`config.mk`:
```
export PLATFORM = sky130hd
export DESIGN_NAME = eg_top
export DESIGN_NICKNAME = d
export VERILOG_FILES = /design/src/rtl/eg_pkg.sv /design/src/rtl/eg_rate_gen.sv /design/src/rtl/eg_slot_ring.sv /design/src/rtl/eg_envelope_update.sv /design/src/rtl/eg_level_out.sv /design/src/rtl/eg_top.sv
export SDC_FILE = /design/constraint.sdc
export NUM_CORES = 1
export LEC_CHECK = 0
export ABC_AREA = 1
export BUFFER_PORTS_ARGS = -buffer_cell sky130_fd_sc_hd__buf_4
export CORE_MARGIN = 2
export CORE_UTILIZATION = 60
export DETAILED_ROUTE_END_ITERATION = 16
export GPL_ROUTABILITY_DRIVEN = 0
export GPL_TIMING_DRIVEN = 0
export PLACE_DENSITY = 0.78
export SLEW_MARGIN = 20
export SYNTH_ARGS = -nofsm -noshare
export SYNTH_HDL_FRONTEND = slang
export SYNTH_HIERARCHICAL = 1
export SYNTH_SLANG_ARGS = --single-unit
```
`constraint.sdc`:
```
create_clock -name i_EMUCLK -period 5.63 [get_ports i_EMUCLK]
set_clock_uncertainty 0.15 [all_clocks]
set_input_delay 0.563 -clock i_EMUCLK [delete_from_list [all_inputs] [get_ports i_EMUCLK]]
set_output_delay 0.563 -clock i_EMUCLK [all_outputs]
set_load 0.1 [all_outputs]
```
`src/rtl/eg_pkg.sv`:
```
package eg_pkg;

    //////////////////// slot and level geometry
    localparam int EG_SLOTS     = 32;   // operator slots sharing the pipeline
    localparam int EG_SLOT_W    = 5;
    localparam int EG_LEVEL_W   = 10;
    localparam int EG_RATE_W    = 5;    // ar/d1r/d2r and key-scale amount
    localparam int EG_TIMECNT_W = 15;

    localparam logic [EG_LEVEL_W-1:0] EG_LEVEL_MAX      = 10'd1023; // quietest
    localparam logic [EG_LEVEL_W-1:0] EG_LEVEL_NEAR_MAX = 10'd1008; // 11_1111_xxxx
    localparam logic [5:0]            EG_SCALED_MAX     = 6'd63;
    localparam logic [EG_SLOT_W-1:0]  EG_LAST_SLOT      = EG_SLOT_W'(EG_SLOTS - 1);
    localparam logic [3:0]            EG_ATTEN_RATE_MAX = 4'd14;

    //////////////////// pipeline depth
    localparam int EG_UPD_DEPTH   = 4;  // ring read -> ring write
    localparam int EG_OUT_STAGES  = 3;  // am, tl, test force
    localparam int EG_OUT_LATENCY = EG_UPD_DEPTH + EG_OUT_STAGES;
    localparam int EG_RING_LEN    = EG_SLOTS - EG_UPD_DEPTH;

    // strong/weak delta weight, indexed by {scaled[1:0], envcntr}
    localparam logic [15:0] EG_INTENSITY_MAP = 16'h7510;

    typedef enum logic [1:0] {
        ATTACK       = 2'd0,
        FIRST_DECAY  = 2'd1,
        SECOND_DECAY = 2'd2,
        RELEASE      = 2'd3
    } eg_state_e;

    typedef enum logic [1:0] {
        AMS_OFF = 2'd0,
        AMS_X1  = 2'd1,
        AMS_X2  = 2'd2,
        AMS_X4  = 2'd3
    } eg_ams_e;

    // register data of the slot being sampled
    typedef struct packed {
        logic                 kon;
        logic [1:0]           ks;
        logic [EG_RATE_W-1:0] ar;
        logic [EG_RATE_W-1:0] d1r;
        logic [EG_RATE_W-1:0] d2r;
        logic [3:0]           rr;
        logic [3:0]           d1l;
        logic [6:0]           tl;
        eg_ams_e              ams;
    } eg_op_regs_t;

    typedef struct packed {
        logic       third_sample;
        logic [1:0] envcntr;
        logic [3:0] attenrate;   // 0..14
    } eg_rate_t;

    typedef struct packed {
        eg_state_e             state;
        logic [EG_LEVEL_W-1:0] level;
        logic                  kon_prev;
    } eg_slot_t;

    localparam eg_slot_t EG_SLOT_RESET = '{state: RELEASE, level: EG_LEVEL_MAX, kon_prev: 1'b0};

endpackage

```
`src/rtl/eg_rate_gen.sv`:
```
`timescale 1ns/1ps

module eg_rate_gen import eg_pkg::*; (
    input  logic                 i_EMUCLK,
    input  logic                 mrst_n,
    output logic [EG_SLOT_W-1:0] o_slot,
    output eg_rate_t             o_rate
);

    logic [EG_SLOT_W-1:0]    slot_cnt;
    logic [1:0]              sample_cnt;   // revolutions mod 3
    logic [EG_TIMECNT_W-1:0] timecntr;
    logic                    one_found;    // first set bit seen in this scan
    logic [3:0]              zero_cnt;     // consecutive zero bits, starts at 1
    logic                    scan_win;
    logic                    scan_bit;
    eg_rate_t                rate_q;

    //////////////////// slot and sample counters
    always_ff @(posedge i_EMUCLK) begin
        if (!mrst_n) begin
            slot_cnt   <= '0;
            sample_cnt <= 2'd0;
        end else begin
            slot_cnt <= (slot_cnt == EG_LAST_SLOT) ? '0 : slot_cnt + 1'b1;
            if (slot_cnt == EG_LAST_SLOT) begin
                sample_cnt <= (sample_cnt == 2'd2) ? 2'd0 : sample_cnt + 2'd1;
            end
        end
    end

    //////////////////// zero run scan
    // slots 1..14 look at time counter bits 0..13, one per clock
    assign scan_win = (slot_cnt != '0) && (slot_cnt <= EG_SLOT_W'(EG_ATTEN_RATE_MAX));
    assign scan_bit = timecntr[4'(slot_cnt - 1'b1)];

    always_ff @(posedge i_EMUCLK) begin
        if (!mrst_n || slot_cnt == '0) begin
            one_found <= 1'b0;
            zero_cnt  <= 4'd1;
        end else if (scan_win && !one_found) begin
            if (scan_bit) begin
                one_found <= 1'b1;              // freeze the count
            end else if (zero_cnt == EG_ATTEN_RATE_MAX) begin
                zero_cnt <= 4'd0;               // all 14 bits zero -> rate 0
            end else begin
                zero_cnt <= zero_cnt + 4'd1;
            end
        end
    end

    //////////////////// time counter and rate latch
    // the next revolution is a third sample when sample_cnt moves to 2
    always_ff @(posedge i_EMUCLK) begin
        if (!mrst_n) begin
            timecntr <= '0;
            rate_q   <= '0;
        end else if (slot_cnt == EG_LAST_SLOT) begin
            rate_q.third_sample <= (sample_cnt == 2'd1);
            if (sample_cnt == 2'd1) begin
                rate_q.attenrate <= zero_cnt;
                rate_q.envcntr   <= timecntr[2:1];
                timecntr         <= timecntr + 1'b1;   // one tick per third sample
            end
        end
    end

    assign o_slot = slot_cnt;
    assign o_rate = rate_q;

    // rate stays in table range
    a_rate_latch: assert property (@(posedge i_EMUCLK) disable iff (!mrst_n)
        rate_q.attenrate <= EG_ATTEN_RATE_MAX);

endmodule

```
`src/rtl/eg_slot_ring.sv`:
```
`timescale 1ns/1ps

module eg_slot_ring import eg_pkg::*; (
    input  logic     i_EMUCLK,
    input  logic     mrst_n,
    input  logic     i_kon,
    input  eg_slot_t i_wr,
    output eg_slot_t o_rd,
    output logic     o_kon_edge
);

    // ring plus the update pipeline makes exactly one revolution
    eg_slot_t ring [EG_RING_LEN];
    eg_slot_t head;

    //////////////////// storage loop
    always_ff @(posedge i_EMUCLK) begin
        if (!mrst_n) begin
            for (int i = 0; i < EG_RING_LEN; i++) begin
                ring[i] <= EG_SLOT_RESET;     // release, quietest level
            end
        end else begin
            ring[0] <= i_wr;
            for (int i = 1; i < EG_RING_LEN; i++) begin
                ring[i] <= ring[i-1];
            end
        end
    end

    assign head = ring[EG_RING_LEN-1];

    //////////////////// key-on edge
    // previous kon came back with the record, one revolution old
    assign o_kon_edge = i_kon & ~head.kon_prev;

    always_comb begin
        o_rd = head;
        if (o_kon_edge) begin
            o_rd.state = ATTACK;   // new key-on restarts the envelope
        end
    end

    // kon_prev written back, so no edge for the same slot next revolution
    a_edge_once: assert property (@(posedge i_EMUCLK) disable iff (!mrst_n)
        o_kon_edge |-> ##EG_SLOTS !o_kon_edge);

endmodule

```
`src/rtl/eg_envelope_update.sv`:
```
`timescale 1ns/1ps

module eg_envelope_update import eg_pkg::*; (
    input  logic                  i_EMUCLK,
    input  logic                  mrst_n,
    input  eg_op_regs_t           i_op,
    input  logic [EG_RATE_W-1:0]  i_pdelta_shift,
    input  eg_rate_t              i_rate,
    input  eg_slot_t              i_rd,
    input  logic                  i_kon_edge,
    output eg_slot_t              o_wr,
    output logic [EG_LEVEL_W-1:0] o_level_new
);

    logic [EG_RATE_W-1:0]  egparam;
    logic [EG_RATE_W-1:0]  keyscale;
    logic [6:0]            scaled_sum;
    eg_state_e             s1_state;
    logic [EG_LEVEL_W-1:0] s1_level;
    logic                  s1_kon;
    logic                  s1_edge;
    logic [5:0]            s1_scaled;
    logic                  s1_param_zero;
    logic [3:0]            s1_d1l;
    logic                  prev_min;
    logic                  prev_max;
    logic                  d1_end;
    logic                  fullrate;
    logic                  intensity;
    logic [5:0]            rate_applied;
    eg_state_e             next_state;
    logic [3:0]            weight;
    eg_state_e             s2_state;
    logic                  s2_kon;
    logic [3:0]            s2_weight;
    logic                  s2_inc;
    logic                  s2_dec;
    logic                  s2_fix_max;
    logic                  s2_en_prev;
    logic [EG_LEVEL_W-1:0] s2_level;
    eg_state_e             s3_state;
    logic                  s3_kon;
    logic [EG_LEVEL_W-1:0] s3_gated;
    logic [EG_LEVEL_W-1:0] s3_delta;
    eg_state_e             s4_state;
    logic                  s4_kon;
    logic [EG_LEVEL_W-1:0] s4_level;

    //////////////////// stage 1: rate select, key scaling
    always_comb begin
        case (i_rd.state)
            ATTACK:       egparam = i_op.ar;
            FIRST_DECAY:  egparam = i_op.d1r;
            SECOND_DECAY: egparam = i_op.d2r;
            default:      egparam = {i_op.rr, 1'b0};   // rr is 4 bits
        endcase
        case (i_op.ks)
            2'd0:    keyscale = (egparam == '0) ? '0 : {3'b000, i_pdelta_shift[4:3]};
            2'd1:    keyscale = {2'b00, i_pdelta_shift[4:2]};
            2'd2:    keyscale = {1'b0, i_pdelta_shift[4:1]};
            default: keyscale = i_pdelta_shift;
        endcase
    end

    assign scaled_sum = {1'b0, egparam, 1'b0} + {2'b00, keyscale};

    always_ff @(posedge i_EMUCLK) begin
        if (!mrst_n) begin
            s1_state <= RELEASE;
            s1_kon   <= 1'b0;
            s1_edge  <= 1'b0;
        end else begin
            s1_state <= i_rd.state;
            s1_kon   <= i_op.kon;
            s1_edge  <= i_kon_edge;
        end
        s1_level      <= i_rd.level;
        s1_scaled     <= scaled_sum[6] ? EG_SCALED_MAX : scaled_sum[5:0];   // sat at 63
        s1_param_zero <= (egparam == '0);
        s1_d1l        <= i_op.d1l;
    end

    //////////////////// stage 2: fsm, delta weight
    assign prev_min     = (s1_level == '0);
    assign prev_max     = (s1_level >= EG_LEVEL_NEAR_MAX);
    assign d1_end       = (s1_level[9:4] == {(s1_d1l == 4'd15), s1_d1l, 1'b0});
    assign fullrate     = (s1_scaled[5:1] == 5'b11111);   // instant attack
    assign intensity    = EG_INTENSITY_MAP[{s1_scaled[1:0], i_rate.envcntr}];
    assign rate_applied = s1_scaled + {i_rate.attenrate, 2'b00};   // carry dropped

    always_comb begin
        next_state = s1_state;
        if (s1_edge) begin
            next_state = ATTACK;
        end else if (!s1_kon) begin
            next_state = RELEASE;   // key off
        end else begin
            case (s1_state)
                ATTACK: begin
                    if (prev_min) next_state = FIRST_DECAY;
                end
                FIRST_DECAY: begin
                    if (prev_max)    next_state = RELEASE;
                    else if (d1_end) next_state = SECOND_DECAY;
                end
                SECOND_DECAY: begin
                    if (prev_max) next_state = RELEASE;
                end
                default: next_state = RELEASE;
            endcase
        end
    end

    // only every third sample moves the level
    always_comb begin
        weight = 4'b0000;
        if (i_rate.third_sample) begin
            case (s1_scaled[5:2])
                4'b1111: weight = 4'b1000;
                4'b1110: weight = intensity ? 4'b1000 : 4'b0100;
                4'b1101: weight = intensity ? 4'b0100 : 4'b0010;
                4'b1100: weight = intensity ? 4'b0010 : 4'b0001;
                default: begin
                    if (!s1_param_zero && s1_scaled != '0
                        && rate_applied inside {6'd48, 6'd49, 6'd50, 6'd51,
                                                6'd54, 6'd55, 6'd57, 6'd59}) begin
                        weight = 4'b0001;
                    end
                end
            endcase
        end
    end

    always_ff @(posedge i_EMUCLK) begin
        if (!mrst_n) begin
            s2_state <= RELEASE;
            s2_kon   <= 1'b0;
            s2_inc   <= 1'b0;
            s2_dec   <= 1'b0;
        end else begin
            s2_state <= next_state;
            s2_kon   <= s1_kon;
            s2_inc   <= ~s1_edge & ~prev_max
                        & ((s1_state == FIRST_DECAY && !d1_end)
                           || s1_state == SECOND_DECAY || s1_state == RELEASE);
            s2_dec   <= (s1_state == ATTACK) & s1_kon & ~prev_min & ~fullrate;
        end
        s2_weight  <= weight;
        s2_fix_max <= (s1_state != ATTACK) & ~s1_edge & prev_max;
        s2_en_prev <= ~(s1_edge & fullrate);   // instant attack drops to 0
        s2_level   <= s1_level;
    end

    //////////////////// stage 3: gate previous level, weighted delta
    always_ff @(posedge i_EMUCLK) begin
        if (!mrst_n) begin
            s3_state <= RELEASE;
            s3_kon   <= 1'b0;
        end else begin
            s3_state <= s2_state;
            s3_kon   <= s2_kon;
        end
        if (!mrst_n || s2_fix_max) s3_gated <= EG_LEVEL_MAX;
        else                       s3_gated <= s2_en_prev ? s2_level : '0;
        case ({s2_dec, s2_inc})
            2'b01: s3_delta <= {6'b000000, s2_weight};   // quieter
            2'b10: begin                                   // louder, scaled by level
                case (s2_weight)
                    4'b0001: s3_delta <= {4'b1111, ~s2_level[9:5], ~s2_level[3]};
                    4'b0010: s3_delta <= {3'b111, ~s2_level[9:5], ~s2_level[3], ~s2_level[1]};
                    4'b0100: s3_delta <= {2'b11, ~s2_level[9:5], ~s2_level[3],
                                          {2{~s2_level[2]}}};
                    4'b1000: s3_delta <= {1'b1, ~s2_level[9:5], {4{~s2_level[4]}}};
                    default: s3_delta <= '0;
                endcase
            end
            default: s3_delta <= '0;
        endcase
    end

    //////////////////// stage 4: level add
    always_ff @(posedge i_EMUCLK) begin
        if (!mrst_n) begin
            s4_state <= RELEASE;
            s4_kon   <= 1'b0;
        end else begin
            s4_state <= s3_state;
            s4_kon   <= s3_kon;
        end
        s4_level <= s3_gated + s3_delta;   // wraps, attack delta is negative
    end

    assign o_wr        = '{state: s4_state, level: s4_level, kon_prev: s4_kon};
    assign o_level_new = s4_level;

    a_inc_dec_excl: assert property (@(posedge i_EMUCLK) disable iff (!mrst_n)
        !(s2_inc && s2_dec));

endmodule

```
`src/rtl/eg_level_out.sv`:
```
`timescale 1ns/1ps

module eg_level_out import eg_pkg::*; (
    input  logic                  i_EMUCLK,
    input  logic [EG_LEVEL_W-1:0] i_level,
    input  logic [6:0]            i_tl,
    input  eg_ams_e               i_ams,
    input  logic [7:0]            i_lfa,
    input  logic                  i_force_min,
    output logic [EG_LEVEL_W-1:0] o_atten
);

    logic [EG_LEVEL_W-1:0] lfa_shifted;
    logic [EG_LEVEL_W:0]   mod_sum;
    logic [EG_LEVEL_W-1:0] mod_q;
    logic [6:0]            tl_q;
    logic [EG_LEVEL_W:0]   tl_sum;
    logic [EG_LEVEL_W-1:0] tl_level_q;
    logic [EG_LEVEL_W-1:0] atten_q;

    //////////////////// amplitude modulation
    always_comb begin
        case (i_ams)
            AMS_OFF: lfa_shifted = '0;
            AMS_X1:  lfa_shifted = {2'b00, i_lfa};
            AMS_X2:  lfa_shifted = {1'b0, i_lfa, 1'b0};
            default: lfa_shifted = {i_lfa, 2'b00};
        endcase
    end

    assign mod_sum = {1'b0, i_level} + {1'b0, lfa_shifted};

    always_ff @(posedge i_EMUCLK) begin
        mod_q <= mod_sum[EG_LEVEL_W] ? EG_LEVEL_MAX : mod_sum[EG_LEVEL_W-1:0];
        tl_q  <= i_tl;
    end

    //////////////////// total level
    assign tl_sum = {1'b0, mod_q} + {1'b0, tl_q, 3'b000};   // tl x 8

    always_ff @(posedge i_EMUCLK) begin
        tl_level_q <= tl_sum[EG_LEVEL_W] ? EG_LEVEL_MAX : tl_sum[EG_LEVEL_W-1:0];
    end

    //////////////////// test force
    always_ff @(posedge i_EMUCLK) begin
        atten_q <= i_force_min ? '0 : tl_level_q;   // loudest
    end

    assign o_atten = atten_q;

endmodule

```
`src/rtl/eg_top.sv`:
```
`timescale 1ns/1ps

module eg_top import eg_pkg::*; (
    input  logic                  i_EMUCLK,
    input  logic                  mrst_n,
    input  eg_op_regs_t           i_op,
    input  logic [EG_RATE_W-1:0]  i_pdelta_shift,
    input  logic [7:0]            i_lfa,
    input  logic                  i_force_min,
    output logic [EG_SLOT_W-1:0]  o_in_slot,
    output logic [EG_SLOT_W-1:0]  o_out_slot,
    output logic                  o_phase_rst,
    output logic [EG_LEVEL_W-1:0] o_atten
);

    logic [EG_SLOT_W-1:0]      slot;
    eg_rate_t                  rate;
    eg_slot_t                  rd;
    eg_slot_t                  wr;
    logic                      kon_edge;
    logic [EG_LEVEL_W-1:0]     level_new;
    logic [EG_SLOT_W-1:0]      slot_dly [EG_OUT_LATENCY];
    logic [EG_OUT_LATENCY-1:0] edge_dly;
    eg_op_regs_t               op_dly [EG_UPD_DEPTH];   // tl/ams follow the level

    eg_rate_gen u_rate_gen (
        .i_EMUCLK (i_EMUCLK),
        .mrst_n   (mrst_n),
        .o_slot   (slot),
        .o_rate   (rate)
    );

    eg_slot_ring u_slot_ring (
        .i_EMUCLK   (i_EMUCLK),
        .mrst_n     (mrst_n),
        .i_kon      (i_op.kon),
        .i_wr       (wr),
        .o_rd       (rd),
        .o_kon_edge (kon_edge)
    );

    eg_envelope_update u_envelope_update (
        .i_EMUCLK       (i_EMUCLK),
        .mrst_n         (mrst_n),
        .i_op           (i_op),
        .i_pdelta_shift (i_pdelta_shift),
        .i_rate         (rate),
        .i_rd           (rd),
        .i_kon_edge     (kon_edge),
        .o_wr           (wr),
        .o_level_new    (level_new)
    );

    eg_level_out u_level_out (
        .i_EMUCLK    (i_EMUCLK),
        .i_level     (level_new),
        .i_tl        (op_dly[EG_UPD_DEPTH-1].tl),
        .i_ams       (op_dly[EG_UPD_DEPTH-1].ams),
        .i_lfa       (i_lfa),
        .i_force_min (i_force_min),
        .o_atten     (o_atten)
    );

    //////////////////// slot tag delay to the output side
    always_ff @(posedge i_EMUCLK) begin
        if (!mrst_n) edge_dly <= '0;
        else         edge_dly <= {edge_dly[EG_OUT_LATENCY-2:0], kon_edge};
        slot_dly[0] <= slot;
        for (int i = 1; i < EG_OUT_LATENCY; i++) begin
            slot_dly[i] <= slot_dly[i-1];
        end
        op_dly[0] <= i_op;
        for (int i = 1; i < EG_UPD_DEPTH; i++) begin
            op_dly[i] <= op_dly[i-1];
        end
    end

    assign o_in_slot   = slot;
    assign o_out_slot  = slot_dly[EG_OUT_LATENCY-1];
    assign o_phase_rst = edge_dly[EG_OUT_LATENCY-1];

endmodule

```
==> flow_metrics.py <==
metrics = {
    "finish": {
        "nNetsFinal": 2421,
        "multi_input_area_um2": 4850,
        "drive_gt1_frac": 0.115,
        "n_antenna_cell": 0,
        "seq_area_um2": 11900,
        "area_delta_synth_final_pct": 15.4,
        "fin_area_um2": 22100,
        "fillers": 2256,
    },
    "setup_path": {
        "worstPathRequired_ns": 5.97,
        "path_buf_inv": 4,
        "cpLargestDelayFamily": "simple AND/OR/NAND/NOR gates",
        "cp_cell_sequence": "inv_1, a21oi_1, buf_4, nand2_1, or2_2, nand2_1, nand2_1, inv_1, nand2_1, nand2_1, a21oi_1, ha_1, fa_1, nand2_1, inv_1, o21ai_0, nor3_1, a31oi_1",
        "arrival_ns": 3.32,
        "end_kind": "flop",
        "slowest_delay_ns": 0.45,
        "reg2regPathDepth": 18,
        "cpMaxStageDelayCell": "fa_1",
        "cp_max_fo": 10,
        "worst_path_most_repeated_cell": "nand2_1",
        "crit_type": "flop to flop",
        "start_kind": "flop",
        "crit_cells": 18,
    },
    "routing": {
        "dr_wl_met2_mm": 16.3,
        "met1_length_mm": 15.0,
        "wire_per_inst_um": 12.0,
        "top_layer": "met4",
        "drtAntennaViolNets": 0,
        "vias_per_cell": 4.67,
        "drc_errors": 0,
        "route.met3.wl_mm": 1.39,
        "firstDrtPassIters": 7,
        "drt_iter0_drc": 787,
        "routed_wl_mm": 33.3,
        "num_vias": 12933,
    },
    "clocking": {
        "clockBufferDepth": 3,
        "cts_htree_levels": 2,
        "cts_tree": "built",
        "clkSinkCount": 594,
        "worstSkewPairLatency_ns": 0.58,
        "root_buffer": "clkbuf_16",
        "cts_made_buffers": 54,
        "holdBufCountCts": 13,
        "postCtsSetupBuffers": 0,
        "clkTransAtPathRegs_ns": 0.06,
        "cts_resized": 0,
    },
    "job": {
        "drv_cap": 0,
    },
    "sta": {
        "hold_ws_ns": 0.0889,
        "setup_viol": 0,
        "fin_crit_sh": 0.529,
        "tightestPinTransition_ns": 0.677,
        "slew_headroom": 0.547,
        "slew_violations": 0,
        "clock.fmax_ghz": 0.336,
        "rsz0062_at_grt": "false",
        "hold_viol": 0,
        "min_period_ns": 2.98,
        "fin_setup_tns_ns": 0,
    },
    "die": {
        "die_w_um": 183,
        "die_area_um2": 33400,
        "start_util": 0.608,
        "die_h_um": 183,
        "ioPinCount": 72,
        "core_um2": 31500,
        "rows": 65,
    },
    "grt": {
        "grt_pass1_vias": 12604,
        "grt_max_degree": 16,
        "antenna_found_initial": 0,
        "grt-ovfl-total": 0,
        "groute.usage.overall": 0.203,
        "grt_pass1_wl_mm": 56.5,
    },
    "logic_synthesis": {
        "ys_warn_count": 6,
        "syn_area_um2": 19100,
        "syn_inst": 2187,
        "synth_fp_nets": 2284,
        "syn_avg_cell_area_um2": 8.76,
    },
    "outcome": {
        "outcome": "finished clean",
    },
    "power_and_ir_drop": {
        "p_per_area_nw_per_um2": 388,
        "leakagePower_uw": 0.0127,
        "ir_worst_vdd_uv": 279,
    },
    "placed_design": {
        "place.detailed.hpwl_mm": 22.0,
        "portBuffers": 68,
        "place_area_um2": 20200,
    },
    "min_path": {
        "hp-class": "input port to flop",
        "whs_path_depth": 3,
    },
}
layer usage:
layer  global-route usage  up-vias
met5                    0        -
met4               0.0565        0
met3               0.0309       60
met2                0.361      259
met1                0.256     5987
li1                     -     6627
per-stage QoR:
stage / power (uW) / util / instances / setup WS (ns)
finish: 8570 / 0.702 / 2771 / 2.65
global route: 8880 / 0.702 / 2771 / 2.28
CTS: 8640 / 0.702 / 2771 / 2.66
detailed placement: 5010 / 0.641 / 2657 / 2.34
global placement: 4990 / 0.641 / 2657 / 2.39
floorplan: 4870 / - / 2187 / 2.76
path summary, 6_finish.rpt:
kind / to / startpoint / slack, ns
setup / recovery: u_envelope_update/s1_scaled[5] / u_slot_ring/ring[6][39] / 2.65
hold / removal: u_envelope_update/s1_scaled[0] / i_pdelta_shift[0] / 0.09
setup reg to reg: u_envelope_update/s1_scaled[5] / u_slot_ring/ring[6][39] / 2.65
hold reg to reg: slot_dly[5][0] / slot_dly[4][0] / 0.16
power by group:
part / switching, uW / internal (uW)
clock: 1510 / 2130
combinational: 400 / 191
sequential: 40.6 / 4300
placed cells by master (no fill, tap or decap), drive strengths merged, types with 5 or more instances in the layout:
master,n
dfxtp,594
clkinv,14
nor3,15
ha,41
nand4,12
a21oi,61
xor2,10
nand2,570
xnor2,9
o22ai,10
inv,531
o21ai,51
or2,14
nand3,62
nor2,103
fa,5
dlygate4sd3,13
clkbuf,85
buf,136
layout make-up:
cell class / instances / area share
buffer: 74 / 0.0192
sequential: 594 / 0.538
clock inverter: 22 / 0.0108
inverter: 529 / 0.0898
timing repair buffer: 81 / 0.0290
tap: 402 / 0.0228
multi-input combinational: 990 / 0.219
clock buffer: 79 / 0.0713
worst register-to-register path: stages (launching register included):
cell and delay (ns):
dfxtp_1 0.33, inv_1 0.05, a21oi_1 0.12, buf_4 0.17
nand2_1 0.10, or2_2 0.29, nand2_1 0.09, nand2_1 0.05
inv_1 0.05, nand2_1 0.09, nand2_1 0.08, a21oi_1 0.07
ha_1 0.24, fa_1 0.45, nand2_1 0.07, inv_1 0.05
o21ai_0 0.24, nor3_1 0.10, a31oi_1 0.14
registers in the layout (all words and copies together), names as in the netlist, 4 cells and up:
register,flops
u_envelope_update/o_level_new,10
slot_dly,35
u_envelope_update/s1_level,10
u_level_out/o_atten,10
u_level_out/mod_q,10
u_rate_gen/zero_cnt,4
u_slot_ring/ring,364
u_level_out/tl_q,7
u_envelope_update/s3_gated,10
u_envelope_update/s2_level,10
op_dly,36
edge_dly,7
u_envelope_update/s1_scaled,6
u_envelope_update/s2_weight,4
u_rate_gen/o_slot,5
u_rate_gen/timecntr,15
u_rate_gen/o_rate,6
u_level_out/tl_level_q,10
u_envelope_update/s1_d1l,4
u_envelope_update/s3_delta,10
(Power assumes the default switching activity.)
